===== config.mk =====
export PLATFORM = sky130hd
export DESIGN_NAME = ooo_front_end
export DESIGN_NICKNAME = d
export VERILOG_FILES = /design/src/rv32i_types_pkg.sv /design/src/fetch_pkg.sv /design/src/fetch_queue.sv /design/src/instr_decoder.sv /design/src/ooo_fetch_stage.sv /design/src/ooo_front_end.sv
export SDC_FILE = /design/constraint.sdc
export NUM_CORES = 1
export LEC_CHECK = 0
export BUFFER_PORTS_ARGS = -buffer_cell sky130_fd_sc_hd__buf_2
export CAP_MARGIN = 20
export CORE_ASPECT_RATIO = 1.1
export CORE_UTILIZATION = 55
export DETAILED_ROUTE_END_ITERATION = 6
export GPL_ROUTABILITY_DRIVEN = 0
export GPL_TIMING_DRIVEN = 0
export PLACE_DENSITY = 0.76
export SLEW_MARGIN = 15
export SYNTH_ARGS = -nofsm -noshare
export SYNTH_HDL_FRONTEND = slang
export SYNTH_SLANG_ARGS = --single-unit

===== constraint.sdc =====
create_clock -name CLK -period 4.4 [get_ports CLK]
set_input_delay 0.22 -clock CLK [delete_from_list [all_inputs] [get_ports CLK]]
set_output_delay 0.22 -clock CLK [all_outputs]
set_load 0.1 [all_outputs]

===== src/rv32i_types_pkg.sv =====
// RV32I base types shared by the front end
// word type, major opcodes, operation classes and the decoded instruction record
`default_nettype none

package rv32i_types_pkg;

  // basic data word
  typedef logic [31:0] word_t;

  // major opcode field, instr[6:0]
  typedef logic [6:0] opcode_t;

  localparam opcode_t OPC_LUI    = 7'b0110111;
  localparam opcode_t OPC_AUIPC  = 7'b0010111;
  localparam opcode_t OPC_JAL    = 7'b1101111;
  localparam opcode_t OPC_JALR   = 7'b1100111;
  localparam opcode_t OPC_BRANCH = 7'b1100011;
  localparam opcode_t OPC_LOAD   = 7'b0000011;
  localparam opcode_t OPC_STORE  = 7'b0100011;
  localparam opcode_t OPC_IMM    = 7'b0010011;
  localparam opcode_t OPC_REG    = 7'b0110011;

  // coarse class handed to the back end
  typedef enum logic [2:0] {
    ALU_REG,
    ALU_IMM,
    LOAD,
    STORE,
    BRANCH,
    JUMP,
    UPPER,
    ILLEGAL
  } op_class_t;

  // immediate layouts of the base ISA
  // FMT_NONE gives a zero immediate (register ops, illegal)
  typedef enum logic [2:0] {
    FMT_NONE,
    FMT_I,
    FMT_S,
    FMT_B,
    FMT_U,
    FMT_J
  } imm_fmt_t;

  // one decoded instruction, about 100 bits
  typedef struct packed {
    word_t       pc;
    op_class_t   op_class;
    logic [4:0]  rd;
    logic [4:0]  rs1;
    logic [4:0]  rs2;
    logic [2:0]  funct3;
    logic [6:0]  funct7;
    // sign extended
    word_t       imm;
    logic        mal_insn;
  } decoded_t;

endpackage

`default_nettype wire


===== src/fetch_pkg.sv =====
// Front-end configuration and the records passed between fetch and decode
// reset vector, queue sizing, bus byte order, queue entry and redirect
`default_nettype none

package fetch_pkg;

  // start address after reset and while halted
  localparam rv32i_types_pkg::word_t RESET_PC = 32'h80000000;

  // fetch queue sizing
  localparam int QUEUE_DEPTH = 4;
  localparam int QPTR_W      = $clog2(QUEUE_DEPTH);
  // count needs to hold QUEUE_DEPTH itself
  localparam int QCNT_W      = $clog2(QUEUE_DEPTH + 1);

  // 0 means the bus is little endian and fetch swaps bytes
  localparam logic BUS_BIG_ENDIAN = 1'b0;

  // one fetched word, 97 bits
  typedef struct packed {
    rv32i_types_pkg::word_t pc;
    rv32i_types_pkg::word_t pc4;
    rv32i_types_pkg::word_t instr;
    // fetch address had nonzero low bits
    logic                   mal_insn;
  } fetch_entry_t;

  // late pipeline correction
  typedef struct packed {
    logic                   valid;
    rv32i_types_pkg::word_t target;
  } redirect_t;

endpackage

`default_nettype wire


===== src/fetch_queue.sv =====
// Fetch queue between fetch and decode
// circular buffer of fetch entries with occupancy count and one-cycle flush
`timescale 1ns/1ns
`default_nettype none

module fetch_queue (
  input  logic                    CLK,
  input  logic                    nRST,
  input  logic                    flush,
  input  logic                    push,
  input  fetch_pkg::fetch_entry_t wdata,
  input  logic                    pop,
  output logic                    full,
  output logic                    empty,
  output fetch_pkg::fetch_entry_t rdata
);

  fetch_pkg::fetch_entry_t         mem [fetch_pkg::QUEUE_DEPTH];
  logic [fetch_pkg::QPTR_W-1:0]    wr_ptr;
  logic [fetch_pkg::QPTR_W-1:0]    rd_ptr;
  logic [fetch_pkg::QCNT_W-1:0]    count;
  logic                            do_push;
  logic                            do_pop;

  // pointer advance with wrap at the last slot
  function automatic logic [fetch_pkg::QPTR_W-1:0] ptr_inc(
    input logic [fetch_pkg::QPTR_W-1:0] p
  );
    if (p == fetch_pkg::QPTR_W'(fetch_pkg::QUEUE_DEPTH - 1)) begin
      ptr_inc = '0;
    end else begin
      ptr_inc = p + 1'b1;
    end
  endfunction

  assign empty   = (count == '0);
  assign full    = (count == fetch_pkg::QCNT_W'(fetch_pkg::QUEUE_DEPTH));
  // head entry, valid while not empty
  assign rdata   = mem[rd_ptr];

  // flush overrides both sides
  assign do_push = push & ~flush;
  assign do_pop  = pop & ~flush;

  always_ff @(posedge CLK, negedge nRST) begin
    if (!nRST) begin
      wr_ptr <= '0;
      rd_ptr <= '0;
      count  <= '0;
    end else if (flush) begin
      wr_ptr <= '0;
      rd_ptr <= '0;
      count  <= '0;
    end else begin
      if (do_push) begin
        wr_ptr <= ptr_inc(wr_ptr);
      end
      if (do_pop) begin
        rd_ptr <= ptr_inc(rd_ptr);
      end
      // count moves only when one side acts alone
      if (do_push && !do_pop) begin
        count <= count + 1'b1;
      end else if (do_pop && !do_push) begin
        count <= count - 1'b1;
      end
    end
  end

  // storage
  always_ff @(posedge CLK) begin
    if (do_push) begin
      mem[wr_ptr] <= wdata;
    end
  end

  // fetch must hold its entry while the queue is full
  a_no_push_full : assert property (
    @(posedge CLK) disable iff (!nRST)
    push |-> !full
  ) else $error("push into full fetch queue");

  // decoder must not pop an empty queue
  a_no_pop_empty : assert property (
    @(posedge CLK) disable iff (!nRST)
    pop |-> !empty
  ) else $error("pop from empty fetch queue");

endmodule

`default_nettype wire


===== src/instr_decoder.sv =====
// Instruction decoder
// pops the queue head, splits the word into fields, class and immediate,
// and presents one registered decoded instruction per pop
`timescale 1ns/1ns
`default_nettype none

module instr_decoder (
  input  logic                      CLK,
  input  logic                      nRST,
  input  logic                      flush,
  input  logic                      empty,
  input  fetch_pkg::fetch_entry_t   entry,
  output logic                      pop,
  output logic                      dec_valid,
  output rv32i_types_pkg::decoded_t decoded
);

  rv32i_types_pkg::word_t    instr;
  rv32i_types_pkg::opcode_t  opcode;
  rv32i_types_pkg::op_class_t op_class;
  rv32i_types_pkg::imm_fmt_t imm_fmt;
  rv32i_types_pkg::word_t    imm;

  // decoder never stalls
  assign pop    = ~empty;

  assign instr  = entry.instr;
  assign opcode = instr[6:0];

  // opcode to class and immediate layout
  always_comb begin
    op_class = rv32i_types_pkg::ILLEGAL;
    imm_fmt  = rv32i_types_pkg::FMT_NONE;
    case (opcode)
      rv32i_types_pkg::OPC_LUI, rv32i_types_pkg::OPC_AUIPC: begin
        op_class = rv32i_types_pkg::UPPER;
        imm_fmt  = rv32i_types_pkg::FMT_U;
      end
      rv32i_types_pkg::OPC_JAL: begin
        op_class = rv32i_types_pkg::JUMP;
        imm_fmt  = rv32i_types_pkg::FMT_J;
      end
      rv32i_types_pkg::OPC_JALR: begin
        // register indirect jump uses the I layout
        op_class = rv32i_types_pkg::JUMP;
        imm_fmt  = rv32i_types_pkg::FMT_I;
      end
      rv32i_types_pkg::OPC_BRANCH: begin
        op_class = rv32i_types_pkg::BRANCH;
        imm_fmt  = rv32i_types_pkg::FMT_B;
      end
      rv32i_types_pkg::OPC_LOAD: begin
        op_class = rv32i_types_pkg::LOAD;
        imm_fmt  = rv32i_types_pkg::FMT_I;
      end
      rv32i_types_pkg::OPC_STORE: begin
        op_class = rv32i_types_pkg::STORE;
        imm_fmt  = rv32i_types_pkg::FMT_S;
      end
      rv32i_types_pkg::OPC_IMM: begin
        op_class = rv32i_types_pkg::ALU_IMM;
        imm_fmt  = rv32i_types_pkg::FMT_I;
      end
      rv32i_types_pkg::OPC_REG: begin
        // no immediate for register ops
        op_class = rv32i_types_pkg::ALU_REG;
      end
      default: begin
        op_class = rv32i_types_pkg::ILLEGAL;
      end
    endcase
  end

  // immediate assembly, sign taken from bit 31 throughout
  always_comb begin
    case (imm_fmt)
      rv32i_types_pkg::FMT_I: imm = {{20{instr[31]}}, instr[31:20]};
      rv32i_types_pkg::FMT_S: imm = {{20{instr[31]}}, instr[31:25], instr[11:7]};
      rv32i_types_pkg::FMT_B: imm = {{19{instr[31]}}, instr[31], instr[7],
                                     instr[30:25], instr[11:8], 1'b0};
      rv32i_types_pkg::FMT_U: imm = {instr[31:12], 12'h000};
      rv32i_types_pkg::FMT_J: imm = {{11{instr[31]}}, instr[31], instr[19:12],
                                     instr[20], instr[30:21], 1'b0};
      default:                imm = '0;
    endcase
  end

  // output strobe, one cycle per pop
  always_ff @(posedge CLK, negedge nRST) begin
    if (!nRST) begin
      dec_valid <= 1'b0;
    end else begin
      dec_valid <= pop & ~flush;
    end
  end

  // decoded payload
  always_ff @(posedge CLK) begin
    if (flush) begin
      decoded <= '0;
    end else if (pop) begin
      decoded.pc       <= entry.pc;
      decoded.op_class <= op_class;
      decoded.rd       <= instr[11:7];
      decoded.rs1      <= instr[19:15];
      decoded.rs2      <= instr[24:20];
      decoded.funct3   <= instr[14:12];
      decoded.funct7   <= instr[31:25];
      decoded.imm      <= imm;
      decoded.mal_insn <= entry.mal_insn;
    end
  end

endmodule

`default_nettype wire


===== src/ooo_fetch_stage.sv =====
// Fetch stage of the front end
// keeps the pc, drives the instruction read bus and registers each
// accepted word into an entry that is pushed into the fetch queue
`timescale 1ns/1ns
`default_nettype none

module ooo_fetch_stage (
  input  logic                    CLK,
  input  logic                    nRST,
  input  logic                    halt,
  input  fetch_pkg::redirect_t    redirect,
  input  rv32i_types_pkg::word_t  rdata,
  input  logic                    busy,
  input  logic                    full,
  output rv32i_types_pkg::word_t  addr,
  output logic                    ren,
  output logic                    push,
  output fetch_pkg::fetch_entry_t entry
);

  rv32i_types_pkg::word_t pc;
  rv32i_types_pkg::word_t pc4;
  rv32i_types_pkg::word_t next_pc;
  rv32i_types_pkg::word_t instr;
  logic                   accept;
  logic                   mal_addr;
  logic                   entry_valid;

  // reverse byte order of a bus word
  function automatic rv32i_types_pkg::word_t byte_swap(input rv32i_types_pkg::word_t w);
    byte_swap = {w[7:0], w[15:8], w[23:16], w[31:24]};
  endfunction

  assign pc4      = pc + 32'd4;
  assign addr     = pc;
  assign mal_addr = (pc[1:0] != 2'b00);

  // no read in reset, during halt or redirect, or with the queue full
  assign ren    = nRST & ~halt & ~redirect.valid & ~full;
  // word is taken on the edge where busy is low
  assign accept = ren & ~busy;

  // put the word in instruction order
  assign instr = fetch_pkg::BUS_BIG_ENDIAN ? rdata : byte_swap(rdata);

  // next pc priority
  // halt, then redirect, then sequential on accept, else hold
  always_comb begin
    if (halt) begin
      next_pc = fetch_pkg::RESET_PC;
    end else if (redirect.valid) begin
      next_pc = redirect.target;
    end else if (accept) begin
      next_pc = pc4;
    end else begin
      next_pc = pc;
    end
  end

  always_ff @(posedge CLK, negedge nRST) begin
    if (!nRST) begin
      pc <= fetch_pkg::RESET_PC;
    end else begin
      pc <= next_pc;
    end
  end

  // entry stays valid until the queue takes it
  // strobe is dropped on the edge of a redirect or halt
  assign push = entry_valid & ~full & ~redirect.valid & ~halt;

  always_ff @(posedge CLK, negedge nRST) begin
    if (!nRST) begin
      entry_valid <= 1'b0;
    end else if (halt || redirect.valid) begin
      entry_valid <= 1'b0;
    end else if (accept) begin
      // accept implies room, so an old entry leaves on this same edge
      entry_valid <= 1'b1;
    end else if (push) begin
      entry_valid <= 1'b0;
    end
  end

  // payload of the entry
  always_ff @(posedge CLK) begin
    if (accept) begin
      entry.pc       <= pc;
      entry.pc4      <= pc4;
      entry.instr    <= instr;
      entry.mal_insn <= mal_addr;
    end
  end

  // halted fetch is quiet and parks the pc on the reset vector
  a_halt_parks_pc : assert property (
    @(posedge CLK) disable iff (!nRST)
    halt |-> !ren && !push ##1 (addr == fetch_pkg::RESET_PC)
  ) else $error("fetch active or pc not parked during halt");

endmodule

`default_nettype wire


===== src/ooo_front_end.sv =====
// Instruction front end top level
// fetch stage feeding the fetch queue, drained by the decoder
`timescale 1ns/1ns
`default_nettype none

module ooo_front_end (
  input  logic                      CLK,
  input  logic                      nRST,
  input  logic                      halt,
  input  fetch_pkg::redirect_t      redirect,
  input  rv32i_types_pkg::word_t    rdata,
  input  logic                      busy,
  output rv32i_types_pkg::word_t    addr,
  output logic                      ren,
  output logic                      dec_valid,
  output rv32i_types_pkg::decoded_t decoded
);

  fetch_pkg::fetch_entry_t push_entry;
  fetch_pkg::fetch_entry_t head_entry;
  logic                    push;
  logic                    pop;
  logic                    full;
  logic                    empty;
  logic                    flush;

  // redirect and halt both drop everything past the pc
  assign flush = redirect.valid | halt;

  ooo_fetch_stage i_fetch (
    .CLK      (CLK),
    .nRST     (nRST),
    .halt     (halt),
    .redirect (redirect),
    .rdata    (rdata),
    .busy     (busy),
    .full     (full),
    .addr     (addr),
    .ren      (ren),
    .push     (push),
    .entry    (push_entry)
  );

  fetch_queue i_queue (
    .CLK   (CLK),
    .nRST  (nRST),
    .flush (flush),
    .push  (push),
    .wdata (push_entry),
    .pop   (pop),
    .full  (full),
    .empty (empty),
    .rdata (head_entry)
  );

  instr_decoder i_decoder (
    .CLK       (CLK),
    .nRST      (nRST),
    .flush     (flush),
    .empty     (empty),
    .entry     (head_entry),
    .pop       (pop),
    .dec_valid (dec_valid),
    .decoded   (decoded)
  );

endmodule

`default_nettype wire


# == Yosys cells after proc, flatten, opt, wreduce, memory -nomap -nowiden ==
# Memory sizes are Yosys's and may differ from the RTL's.
# Cells that the tools add are included.
# classes
mul,0
n_eq_ne,17
n_bitwise,16
shifts,0
muxes,20
reduce_logical,15
order_cmp,0
n_div,0
addsub,5
# op_table
op,n
case mux 32 bit (5 select lines),1
2-to-1 mux 32 bit,3
adder 32 x 3 -> 32 bit (second input constant),1
equality test 7 x 6 -> 1 bit (second input constant),3
equality test 7 bit (second input constant),3
case mux 3 bit (7 select lines),1
case mux 3 bit (5 select lines),1
equality test 7 x 5 -> 1 bit (second input constant),2
2-to-1 mux 2 bit,6
AND 1 bit,9
equality test 3 bit (second input constant),3
2-to-1 mux 3 bit,3
nonzero test 3 bit,3
equality test 7 x 2 -> 1 bit (second input constant),1
equality test 3 x 2 -> 1 bit (second input constant),2
NOT 1 bit,6
nonzero test 2 bit,3
2-to-1 mux 1 bit,5
adder 2 x 1 -> 2 bit (second input constant),2
equality test 2 bit (second input constant),2
OR reduction 2 bit,2
adder 3 x 1 -> 3 bit (second input constant),1
equality test 3 x 1 -> 1 bit (second input constant),1
zero test 3 bit,1
6 further kinds,8
# word_totals
word_cells,93
register_bits,231
out_inout_bits,127
mem_count,1
mem_bits_ro,0
input_bits,69
mem_bits_rw,388
latch_bits,0
# memory_table
memory,words,word_bits,read_ports,rd_ports_with_merged_regs,wr,line,source
i_queue.mem,4,97,1,0,1,fetch_queue.sv:18,fetch_pkg::fetch_entry_t mem [fetch_pkg::QUEUE_DEPTH];

# == Logic depth before layout (Yosys ltp) ==
# Gate-level depths: netlist of run 1.
# logic_depth
word_depth,11
mapped_depth,8
ltp_nobuf,6

# == Hierarchy ==
# A second synthesis of run 1 with hierarchy kept.
# hier_totals
cells_unflattened,1328
hier_area_um2,23488.8
# by_module_without_submodules
module,seq_area_each_um2,instances,cells_per_inst,area_each_um2
fetch_queue,11826.3,1,555,14451.4
ooo_fetch_stage,3679.8,1,406,5412.7
instr_decoder,1886.8,1,366,3618.5
ooo_front_end,0.0,1,1,6.3

# == Worst setup path after synthesis of run 1 ==
# Ideal clock, no wire load.
# synth_timing
kind,input-to-reg
start,in halt
end,reg i_fetch.entry[0] (netlist bit) (enable)
n_path_buf,2
t_arrival_ps,3646
setup_slack_ps,266
setup_ps,489
required_time_ps,3911
cell_stages,4
cell_sequence,or2_2 clkbuf_1 clkbuf_1 nor2_1
# synth_via
elab_chain_cells,5
# synth_rtl
item,line,source
start: declaration,ooo_front_end.sv:9,"input logic halt,"
NOT 1 bit,ooo_fetch_stage.sv:39,assign ren = nRST & ~halt & ~redirect.valid & ~full;
AND 1 bit (3 in series),ooo_fetch_stage.sv:39,
AND 1 bit,ooo_fetch_stage.sv:41,assign accept = ren & ~busy;
via i_fetch.accept,ooo_fetch_stage.sv:25,logic accept;
end: declaration,ooo_fetch_stage.sv:18,output fetch_pkg::fetch_entry_t entry
# The timed path passes the listed nets, and every way through them passes these cells.
# A chain may end at the register's enable or synchronous reset.

# == Final worst setup path of run 1 ==
# layout_timing
start,reg i_queue.rd_ptr[0] (netlist bit)
end,"reg, netlist name i_decoder.decoded[1]"
# layout_via
elab_chain_cells,6
word_cells_on_any_way,18
cone_classes,eq/ne (13); mux (2); reduce/logical (2); memory (1)
# layout_rtl
item,line,source
start: declaration,fetch_queue.sv:20,logic [fetch_pkg::QPTR_W-1:0] rd_ptr;
start signal: assignment,fetch_queue.sv:59,rd_ptr <= ptr_inc(rd_ptr);
memory read (4 x 97 bit) (*),n/a,
"equality test 7 bit, or another cell as far along",instr_decoder.sv:34,case (opcode)
OR reduction 3 bit (no source line) or OR reduction 2 bit (tied branches),n/a,
case mux 3 bit (5 select lines),instr_decoder.sv:34,
"equality test 3 bit, or another cell as far along",instr_decoder.sv:76,case (imm_fmt)
case mux 32 bit (5 select lines) (*),instr_decoder.sv:76,
# Mark *: on every way between the ends. The rest lies on a longest branch, timed or not.

==> summary.md, run 1 <==
| Metric | Value |
|---|---|
| Final nets | 1,508 |
| #FFs+latches synth | 459 |
| Post-synthesis area per instance | 15.5 um2 |
| VDD IR max | 0.342 mV |
| Hold Vio Cnt, Final | 0 |
| Final setup TNS | 0 ps |
| HPWL Detailed | 25,900 um |
| FMAX | 343 MHz |
| Initial antenna violation count | 1 |
| Final instance area | 0.0211 mm2 |
| Yosys warning count | 0 |
| DRT iter0 DRCs | 943 |
| TritonCTS buffer count | 45 |
| CTS tree | done |
| Die Ht | 188 um |
| GRT Total Usage | 0.253 |
| Wire per inst | 21.3 um |
| Via total after detailed routing | 11.0k |
| Die ar. | 0.0323 mm2 |
| First-pass GRT wire length | 61,100 um |
| Clk_lat worst skew | 550 ps |
| Setup bufs post-CTS | 0 |
| Leak Pwr | 7.59 nW |
| Pre-CTS setup slack | 1130 ps |
| Tmin final | 2920 ps |
| Final worst slack | 1480 ps |
| Cell Rows | 67 |
| Setup-failing EPs final | 0 |
| Worst Hold Class | in -> reg |
| Number of port buffers | 195 |
| Status | finished clean |
| Worst endpoint required time | 4870 ps |
| CP Launch Type | register |
| Critical path fanouts, max | 10 |
| Cell Pwr Density | 430 mW/mm2 |
| Kind of end point of the critical path | register |
| Synth Instances | 1,123 |
| Layout cells sized above 1 | 0.254 |
| Period utilization | 0.663 |
| Vias in the first global route | 10.9k |
| Grt total ovfl | 0 |
| Pins over their slew limit | 0 |
| Arr. time, crit path | 3390 ps |
| Register area share after synthesis | 0.729 |
| Num ports | 196 |
| Syn nets | 1,199 |
| # H-tree levels | 2 |
| CTS max path bufs | 3 |
| Initial core utilization | 0.564 |
| Clock slew at reported path FFs | 60 ps |
| Synth unique cells | 68 |
| Placed cell area | 0.0190 mm2 |
| DRC | 0 |
| Max-Cap Viols | 0 |
| Kind of critical path | reg -> reg |
| Worst Tran Pin Value | 1020 ps |
| Drt total wl | 40,100 um |
| Antenna Violating Nets Remaining | 0 |
| Relative slew slack | 0.314 |
| Syn Std Cell Area | 0.0174 mm2 |
| Clock Sinks | 459 |
| RSZ-0062 raised after global routing | false |
| Clock root cell | clkbuf_16 |
| Die W | 171 um |
| Core Box Area | 0.0308 mm2 |
| Drt first pass iters | 6 |
| Largest net degree at the start of global routing | 45 |
| Clk_skew | 14.8 ps |
| Area growth syn-to-layout | 21.4% |
| Primary FF master, synth | edfxtp_1 |
| Async S/R FF share, synth | 0.0893 |
| Number of synthesized flops with an enable pin | 325 |
| CTS Hold Bufs | 60 |
| Post-CTS sizing | 0 |
| Drt via density | 5.84 |
| Fillers | 2,056 |
final timing paths:
check / cells past startpoint / endpoint / slack (ps) / from
min in group asynchronous: 2 / i_fetch.addr[17] / 120 / nRST
max in group asynchronous: 3 / i_fetch.addr[31] / 3720 / nRST
max reg2reg: 6 / i_decoder.decoded[1] / 1480 / i_queue.rd_ptr[0]
min: 3 / i_fetch.addr[11] / 20 / redirect[11]
min reg2reg: 2 / i_decoder.decoded[34] / 450 / i_decoder.decoded[34]
max: 6 / i_decoder.decoded[1] / 1480 / i_queue.rd_ptr[0]
layout make-up:
| class | count | area (um2) | area share |
|---|---|---|---|
| tap | 414 | 518 | 0.0246 |
| sequential | 459 | 12600 | 0.600 |
| clock buffer | 68 | 1320 | 0.0625 |
| timing repair buffer | 262 | 1720 | 0.0814 |
| multi-input combinational | 591 | 4430 | 0.210 |
| clock inverter | 16 | 145 | 0.00688 |
| inverter | 11 | 41.3 | 0.00196 |
| buffer | 62 | 265 | 0.0126 |
| antenna | 1 | 2.50 | 0.000119 |
critical path: stages, from the launching register on:
cell and delay (ps):
dfrtp_1 460, buf_6 210, mux4_2 600, buf_1 280, nor4_1 930, a31oi_1 200
o21ai_1 160
logic make-up (layout without fill, tap and decap cells):
group	after synthesis	after routing	share of synthesized area
compound gates	194	194	0.0736
xor+xnor	15	15	0.00757
fa+ha+maj	7	7	0.00548
buf+inv	73	419	0.0177
flops	459	459	0.729
mux	75	75	0.0896
other cells	0	1	0
simple gates	300	300	0.0776
placed cells by master, fill, tap and decap left out, types with 4 or more instances in the layout:
| cell type | instances |
|---|---|
| mux4_2 | 63 |
| a21oi_1 | 100 |
| or3_1 | 4 |
| nand3_1 | 11 |
| dfrtp_1 | 40 |
| dlygate4sd3_1 | 60 |
| a22o_1 | 18 |
| buf_2 | 206 |
| xor2_1 | 5 |
| o21ai_1 | 5 |
| a31oi_1 | 4 |
| a21o_1 | 11 |
| xnor2_1 | 10 |
| and3_1 | 11 |
| inv_1 | 10 |
| buf_1 | 13 |
| edfxtp_1 | 325 |
| clkbuf_8 | 6 |
| and2_4 | 4 |
| o21ai_0 | 13 |
| dfxtp_1 | 93 |
| clkinv_2 | 7 |
| nor3_1 | 9 |
| mux2i_1 | 11 |
| nor2_1 | 39 |
| buf_12 | 7 |
| a2bb2oi_1 | 7 |
| clkbuf_16 | 47 |
| a311oi_1 | 4 |
| nand4_1 | 9 |
| nand2_1 | 183 |
| ha_1 | 6 |
| a211oi_1 | 6 |
| a22oi_1 | 5 |
| clkbuf_1 | 47 |
| or2_2 | 4 |
synthesized netlist by cell type (3+ instances only):
| library cell | instances | area share |
|---|---|---|
| a211oi_1 | 6 | 0.0026 |
| a21o_1 | 11 | 0.0048 |
| a21oi_1 | 100 | 0.029 |
| a22o_1 | 18 | 0.0091 |
| a22oi_1 | 5 | 0.0022 |
| a2bb2oi_1 | 7 | 0.0035 |
| a311oi_1 | 4 | 0.0020 |
| a31oi_1 | 4 | 0.0014 |
| a32o_1 | 3 | 0.0017 |
| and2_1 | 6 | 0.0022 |
| and3_1 | 11 | 0.0040 |
| and4_1 | 3 | 0.0015 |
| buf_1 | 13 | 0.0028 |
| buf_2 | 11 | 0.0032 |
| clkbuf_1 | 35 | 0.0076 |
| dfrtp_1 | 40 | 0.058 |
| dfxtp_1 | 93 | 0.11 |
| edfxtp_1 | 325 | 0.56 |
| ha_1 | 6 | 0.0043 |
| inv_1 | 10 | 0.0022 |
| mux2i_1 | 11 | 0.0063 |
| mux4_2 | 63 | 0.082 |
| nand2_1 | 183 | 0.040 |
| nand3_1 | 11 | 0.0032 |
| nand4_1 | 9 | 0.0032 |
| nor2_1 | 40 | 0.0086 |
| nor3_1 | 10 | 0.0029 |
| nor4_1 | 3 | 0.0011 |
| o21ai_0 | 13 | 0.0037 |
| o21ai_1 | 5 | 0.0014 |
| or2_2 | 4 | 0.0014 |
| or3_1 | 4 | 0.0014 |
| xnor2_1 | 10 | 0.0050 |
| xor2_1 | 5 | 0.0025 |
power breakdown:
part	switching [W]	leakage [nW]	total [W]	internal, W
registers	0.0000496	4.22	0.00470	0.00465
logic	0.000436	2.64	0.000597	0.000161
clock network	0.00158	0.727	0.00378	0.00220
routing by layer:
| metal | up-vias | global-route usage | routed length [um] |
|---|---|---|---|
| met5 | - | 0 | 0 |
| met4 | 0 | 0.0831 | 1070 |
| met3 | 94 | 0.0489 | 3310 |
| met2 | 577 | 0.436 | 20200 |
| met1 | 5439 | 0.323 | 15500 |
| li1 | 4888 | - | - |
metrics by stage:
step           cells  total power (W)  hold WS [ps]   util
6_report        1884          0.00907          23.2  0.685
5_1_grt         1884          0.00931          16.7  0.685
4_1_cts         1882          0.00910          1.38  0.685
3_5_place_dp    1738          0.00533           398  0.618
3_3_place_gp    1732          0.00532           398  0.613
2_1_floorplan   1123          0.00516         -75.6      -
flip-flops by register name, summed over array words and instances (netlist names):
name,flops
i_decoder.decoded,93
i_fetch.entry,65
i_fetch.addr,32
i_queue.wr_ptr,2
i_fetch.entry_valid,1
i_queue.rd_ptr,2
i_decoder.dec_valid,1
i_queue.count,3
i_queue.mem,260
Power figures use the tool's default switching activity.
==> run 2: changes to the inputs <==
--- a/config.mk
+++ b/config.mk
@@ -8,11 +8,11 @@
 export BUFFER_PORTS_ARGS = -buffer_cell sky130_fd_sc_hd__buf_2
 export CAP_MARGIN = 20
 export CORE_ASPECT_RATIO = 1.1
-export CORE_UTILIZATION = 55
+export CORE_UTILIZATION = 52
 export DETAILED_ROUTE_END_ITERATION = 6
 export GPL_ROUTABILITY_DRIVEN = 0
 export GPL_TIMING_DRIVEN = 0
-export PLACE_DENSITY = 0.76
+export PLACE_DENSITY = 0.75
 export SLEW_MARGIN = 15
 export SYNTH_ARGS = -nofsm -noshare
 export SYNTH_HDL_FRONTEND = slang
==> constraint.sdc (replaced) <==
create_clock -name CLK -period 2.4 [get_ports CLK]
set_input_delay 0.12 -clock CLK [delete_from_list [all_inputs] [get_ports CLK]]
set_output_delay 0.12 -clock CLK [all_outputs]
set_load 0.1 [all_outputs]
==> run 2 against run 1 <==
Effect of this change:
- the run now ends with negative setup slack left
- global-route usage fell by 1.2 points
- critical path type unchanged
- cell area rose by 3.2%
- non-clock buffer count rose by 34
- register-to-register slack got worse by 1500 ps
- clock power rose by 90%
- worst hold slack improved by 26 ps
- wire length rose by 3.3%
- first-iteration DRC count rose by 9.7%
- die area rose by 5.7%
- largest power group unchanged
- flip-flop and latch count did not move
- combinational power rose by 91%
==> summary.md, run 2 (synthesis results as in run 1) <==
| Metric | Value |
|---|---|
| Initial antenna violation count | 0 |
| Pins over their slew limit | 0 |
| Clk_lat worst skew | 540 ps |
| Number of port buffers | 195 |
| Largest register by flop count | i_queue.mem |
| Most frequent cells in the layout | edfxtp_1 (325), buf_2 (203), nand2_1 (182), dfxtp_1 (93), a21oi_1 (91) |
| Drt via density | 5.78 |
| Leak Pwr | 7.87 nW |
| Final nets | 1,542 |
| Slowest stage delay, CP | 560 ps |
| Pre-CTS setup slack | -622 ps |
| RSZ-0062 raised after global routing | true |
| CP Launch Type | register |
| Critical hold path startpoint | redirect[32] |
| Drt first pass iters | 5 |
| Critical path fanouts, max | 6 |
| Via total after detailed routing | 11.1k |
| Worst R2R Path Depth | 9 |
| Layout cells sized above 1 | 0.305 |
| Die ar. | 0.0341 mm2 |
| GRT Total Usage | 0.242 |
| Setup-failing EPs final | 20 |
| Fin util | 0.669 |
| Worst path depth | 9 |
| Worst Tran Pin Value | 751 ps |
| Grt total ovfl | 0 |
| Arr. time, crit path | 2930 ps |
| # H-tree levels | 2 |
| Kind of critical path | reg -> reg |
| Cell Pwr Density | 779 mW/mm2 |
| Initial core utilization | 0.533 |
| Worst endpoint required time | 2880 ps |
| Max-Cap Viols | 0 |
| Cell Rows | 69 |
| Clock slew at reported path FFs | 60 ps |
| HPWL Detailed | 26,300 um |
| CP delay by family, top | compound AO/OA/AOI/OAI gates |
| Worst Hold Class | in -> reg |
| Placed insts | 1,751 |
| Status | finished, violations left |
| Fin cells | 1,929 |
| Top Registers | i_queue.mem (260), i_decoder.decoded (93), i_fetch.entry (65) |
| Die Ht | 194 um |
| TritonCTS buffer count | 45 |
| Crit Reg-Reg Startpoint | i_queue.rd_ptr[0] |
| Hold Vio Cnt, Final | 0 |
| Wire per inst | 21.5 um |
| Crit-path slowest cell | mux4_2 |
| Most common cell after layout, fill and taps aside | edfxtp_1 |
| Tmin final | 2450 ps |
| CTS max path bufs | 3 |
| Drt total wl | 41,400 um |
| Relative slew slack | 0.499 |
| CTS tree | done |
| Buf/Inv on CP | 3 |
| Worst Setup SP | i_queue.rd_ptr[0] |
| Clk_skew | 17.9 ps |
| Clock Sinks | 459 |
| Period utilization | 1.02 |
| WHS | 49.4 ps |
| DRT iter0 DRCs | 1,034 |
| First-pass GRT wire length | 62,600 um |
| VDD IR max | 0.609 mV |
| Final worst slack | -50.4 ps |
| Crit path cell chain | buf_6, mux4_2, or2_4, a2111oi_4, o31ai_4, buf_6, buf_6, a21oi_2, a21o_1 |
| Violated checks | negative setup slack |
| Num ports | 196 |
| Antenna Violating Nets Remaining | 0 |
| Die W | 176 um |
| Most frequent CP cell | buf_6 |
| DRC | 0 |
| Kind of end point of the critical path | register |
| Hold depth | 3 |
| Max FFs per register | 260 |
| Clock root cell | clkbuf_16 |
| Core Box Area | 0.0325 mm2 |
| Area growth syn-to-layout | 25.3% |
| Vias in the first global route | 11.2k |
| Largest net degree at the start of global routing | 47 |
| FMAX | 408 MHz |
==> run 2: final timing paths <==
check                                   endpoint  slack (ps)
setup / recovery           i_decoder.decoded[27]         -50
hold / removal                  i_fetch.addr[30]          50
setup reg to reg           i_decoder.decoded[27]         -50
hold reg to reg            i_decoder.decoded[52]         450
max in group asynchronous      i_queue.rd_ptr[0]        1890
min in group asynchronous       i_fetch.addr[31]         220
==> run 2: layout make-up <==
class / instances / area (um2)
diodes: 1 / 2.50
fillers: 2159 / 10800
clock buffers: 65 / 1260
clock inverters: 18 / 253
flip-flops and latches: 459 / 12700
plain buffers: 59 / 303
multi-input cells: 591 / 4590
repair buffers: 299 / 2090
well taps: 426 / 533
inverters: 11 / 41.3
==> run 2: worst register-to-register path, delay by kind of cell, from the launching register on <==
kind	cells	cell delay, ps
multiplexers	1	560
AO/OA/AOI/OAI	4	690
buffers and inverters	3	410
AND/OR/NAND/NOR	1	310
flip-flops	1	430
==> run 2: timing repair <==
| item | CTS | global route |
|---|---|---|
| hold buffers | 67 | 0 |
| gates resized for setup | 32 | 36 |
| pin swaps | 13 | 19 |
| buffers inserted | 22 | 7 |
| endpoints found under the hold margin | 104 | 0 |
| setup endpoints to repair | 153 | 82 |
| cloned | 1 | 0 |
==> run 2: per-layer routing <==
metal / vias to the layer above / share of wire / global-route usage
li1: 4958 / - / -
met1: 5516 / 0.38 / 0.307
met2: 566 / 0.51 / 0.416
met3: 102 / 0.081 / 0.0465
met4: 0 / 0.030 / 0.0763
met5: - / 0 / 0
==> run 2: power breakdown <==
part           leakage, nW  internal, W  switching (W)  total (W)
sequential            4.19      0.00852      0.0000944    0.00862
clock                0.738      0.00432        0.00288    0.00720
combinational         2.94     0.000331       0.000804    0.00114
total                 7.87       0.0132        0.00378     0.0170
==> run 2: through the flow <==
step | TNS (ps) | instance area, um2 | total power [W]
finish | -548 | 21800 | 0.0170
global route | -3150 | 21800 | 0.0174
CTS | -19.9 | 21600 | 0.0170
detailed placement | -171600 | 19100 | 0.00978
global placement | -431310 | 18900 | 0.00976
floorplan | 0 | 17400 | 0.00946
==> run 3: changes to the inputs <==
--- a/config.mk
+++ b/config.mk
@@ -7,11 +7,12 @@
 export LEC_CHECK = 0
 export BUFFER_PORTS_ARGS = -buffer_cell sky130_fd_sc_hd__buf_2
 export CAP_MARGIN = 20
-export CORE_ASPECT_RATIO = 1.1
+export CORE_ASPECT_RATIO = 0.6
 export CORE_UTILIZATION = 52
 export DETAILED_ROUTE_END_ITERATION = 6
 export GPL_ROUTABILITY_DRIVEN = 0
 export GPL_TIMING_DRIVEN = 0
+export HOLD_SLACK_MARGIN = 0.02
 export PLACE_DENSITY = 0.75
 export SLEW_MARGIN = 15
 export SYNTH_ARGS = -nofsm -noshare
==> run 3 against run 2 <==
Effect of this change:
- the flow still finishes with violations (negative setup slack)
- via count rose by 2.8%
- register-to-register slack got worse by 160 ps
- first-iteration DRC count rose by 10%
- clock skew rose by 5.8 ps
- combinational power barely moved
- critical endpoint is now i_decoder.decoded[2]
- highest routed layer unchanged
==> summary.md, run 3 (synthesis results as in run 1) <==
| Metric | Value |
|---|---|
| Status | finished, violations left |
| Violated checks | negative setup slack |
| RSZ-0062 raised after global routing | true |
| Die Ht | 144 um |
| VDD IR max | 0.467 mV |
| DRC | 0 |
| Layout cells sized above 1 | 0.304 |
| Net switching fraction of the power | 0.234 |
| Top Registers | i_queue.mem (260), i_decoder.decoded (93), i_fetch.entry (65) |
| Clk_skew | 23.7 ps |
| Clk pwr share | 0.397 |
| Period utilization | 1.09 |
| Worst Hold Class | in -> reg |
| Clock root cell | clkbuf_16 |
| CP Launch Type | register |
| Final worst slack | -214 ps |
| FMAX | 383 MHz |
| Global-route track usage on met3 | 0.0667 |
| Area growth syn-to-layout | 25.1% |
| Clock Sinks | 459 |
| Arr. time, crit path | 3100 ps |
| Critical hold path startpoint | busy |
| Most frequent cells in the layout | edfxtp_1 (325), buf_2 (201), nand2_1 (183), dfxtp_1 (93), a21oi_1 (90) |
| Via total after detailed routing | 11.5k |
| Vias in the first global route | 11.2k |
| Die ar. | 0.0341 mm2 |
| Flop-to-flop setup slack | -210 ps |
| Max FFs per register | 260 |
| Hold depth | 4 |
| Tmin final | 2610 ps |
| Number of port buffers | 195 |
| Most common cell after layout, fill and taps aside | edfxtp_1 |
| Pre-CTS setup slack | -825 ps |
| Fillers | 2,164 |
| TritonCTS buffer count | 41 |
| Worst R2R End | i_decoder.decoded[2] |
| GR Util met1 | 0.390 |
| Setup-failing EPs final | 26 |
| Initial core utilization | 0.532 |
| Core Box Area | 0.0326 mm2 |
| HPWL Detailed | 28,500 um |
| First-pass GRT wire length | 67,300 um |
| Drt first pass iters | 6 |
| Grt total ovfl | 0 |
| Area taken by multi-input logic gates | 0.00465 mm2 |
| Critical path fanouts, max | 4 |
| Largest register by flop count | i_queue.mem |
| Max-Cap Viols | 0 |
| Pins over their slew limit | 0 |
| GRT Total Usage | 0.266 |
| Relative slew slack | 0.389 |
| Largest net degree at the start of global routing | 49 |
| CTS max path bufs | 3 |
| Wire per inst | 23.4 um |
| Kind of end point of the critical path | register |
| Drt total wl | 45,700 um |
| Comb pwr share | 0.072 |
| DRT iter0 DRCs | 1,142 |
| Kind of critical path | reg -> reg |
| Placed insts | 1,776 |
| Register Area | 0.0127 mm2 |
| Cell Rows | 51 |
| Routing usage on met2 | 0.391 |
| P_sw | 0.00380 W |
| Antenna Violating Nets Remaining | 0 |
| Cell Pwr Density | 746 mW/mm2 |
| Worst R2R Path Depth | 9 |
| Leak Pwr | 7.80 nW |
| Most Crowded Layer GR | met2 |
| Hold Vio Cnt, Final | 0 |
| Power share of the sequential group | 0.531 |
| Drt via density | 5.86 |
| # H-tree levels | 2 |
| Crit Reg-Reg Startpoint | i_queue.rd_ptr[0] |
| Num ports | 196 |
| CTS tree | done |
| P_int | 0.0124 W |
| Fin cells | 1,954 |
| Total power | 0.0162 W |
| Hold Path Sink | i_fetch.entry_valid |
| Worst Tran Pin Value | 916 ps |
| Clk_lat worst skew | 560 ps |
| Initial antenna violation count | 1 |
| Worst endpoint required time | 2890 ps |
| Final nets | 1,544 |
| Clock slew at reported path FFs | 70 ps |
| Die W | 238 um |
## run 3: layout make-up
cell class | count | share of cell area
antenna | 3 | 0.000346
buffer | 60 | 0.0145
clock buffer | 53 | 0.0502
clock inverter | 23 | 0.00979
multi-input combinational | 594 | 0.214
sequential | 459 | 0.584
inverter | 11 | 0.00202
timing repair buffer | 301 | 0.0988
tap | 450 | 0.0259
## run 3: worst max-delay path by stage
stage               slack, ps                     to               from
floorplan                  30  i_decoder.decoded[25]  i_queue.rd_ptr[0]
global placement        -1660      i_fetch.entry[28]               nRST
detailed placement       -830      i_fetch.entry[30]               nRST
CTS                      -120   i_decoder.decoded[1]  i_queue.rd_ptr[0]
global route             -270  i_decoder.decoded[29]  i_queue.rd_ptr[0]
finish                   -210   i_decoder.decoded[2]  i_queue.rd_ptr[0]
## run 3: power by group through the flow
stage,Sequential (W),Clock [W],Combinational (W)
global placement,0.00878,0,0.00100
finish,0.00861,0.00643,0.00117
global route,0.00862,0.00682,0.00122
detailed placement,0.00878,0,0.00103
CTS,0.00861,0.00651,0.00115
floorplan,0.00912,0,0.000344
## run 3: per-layer routing
layer  up-vias  wire [um]
met1      5720      19200
li1       4954          -
met3       108       4640
met2       673      20300
met5         -          0
met4         0       1480
## run 3: stage by stage
step	instance area, um2	util	setup TNS, ps	hold WS [ps]
4_1_cts	21600	0.663	-1610	71.4
5_1_grt	21700	0.666	-5730	111
3_5_place_dp	19200	0.588	-199320	298
6_report	21700	0.666	-3700	118
3_3_place_gp	19000	0.582	-482520	298
2_1_floorplan	17400	-	0	-176
## run 3: repair_timing
item                                    in CTS  in global routing
endpoints found under the setup margin     230                159
endpoints found under the hold margin      104                  0
hold buffers                                68                  0
gates cloned                                 1                  3
resized for setup                           62                 17
setup buffers                               25                  4
pin swaps                                   20                 12
## run 3: critical path: stages (launching register included)
cell and delay (ps):
dfrtp_2 420, buf_4 130, mux4_2 550, or2_4 320, a2111oi_4 420, o31ai_4 140
buf_6 170, buf_6 140, buf_6 120, o21ai_2 120
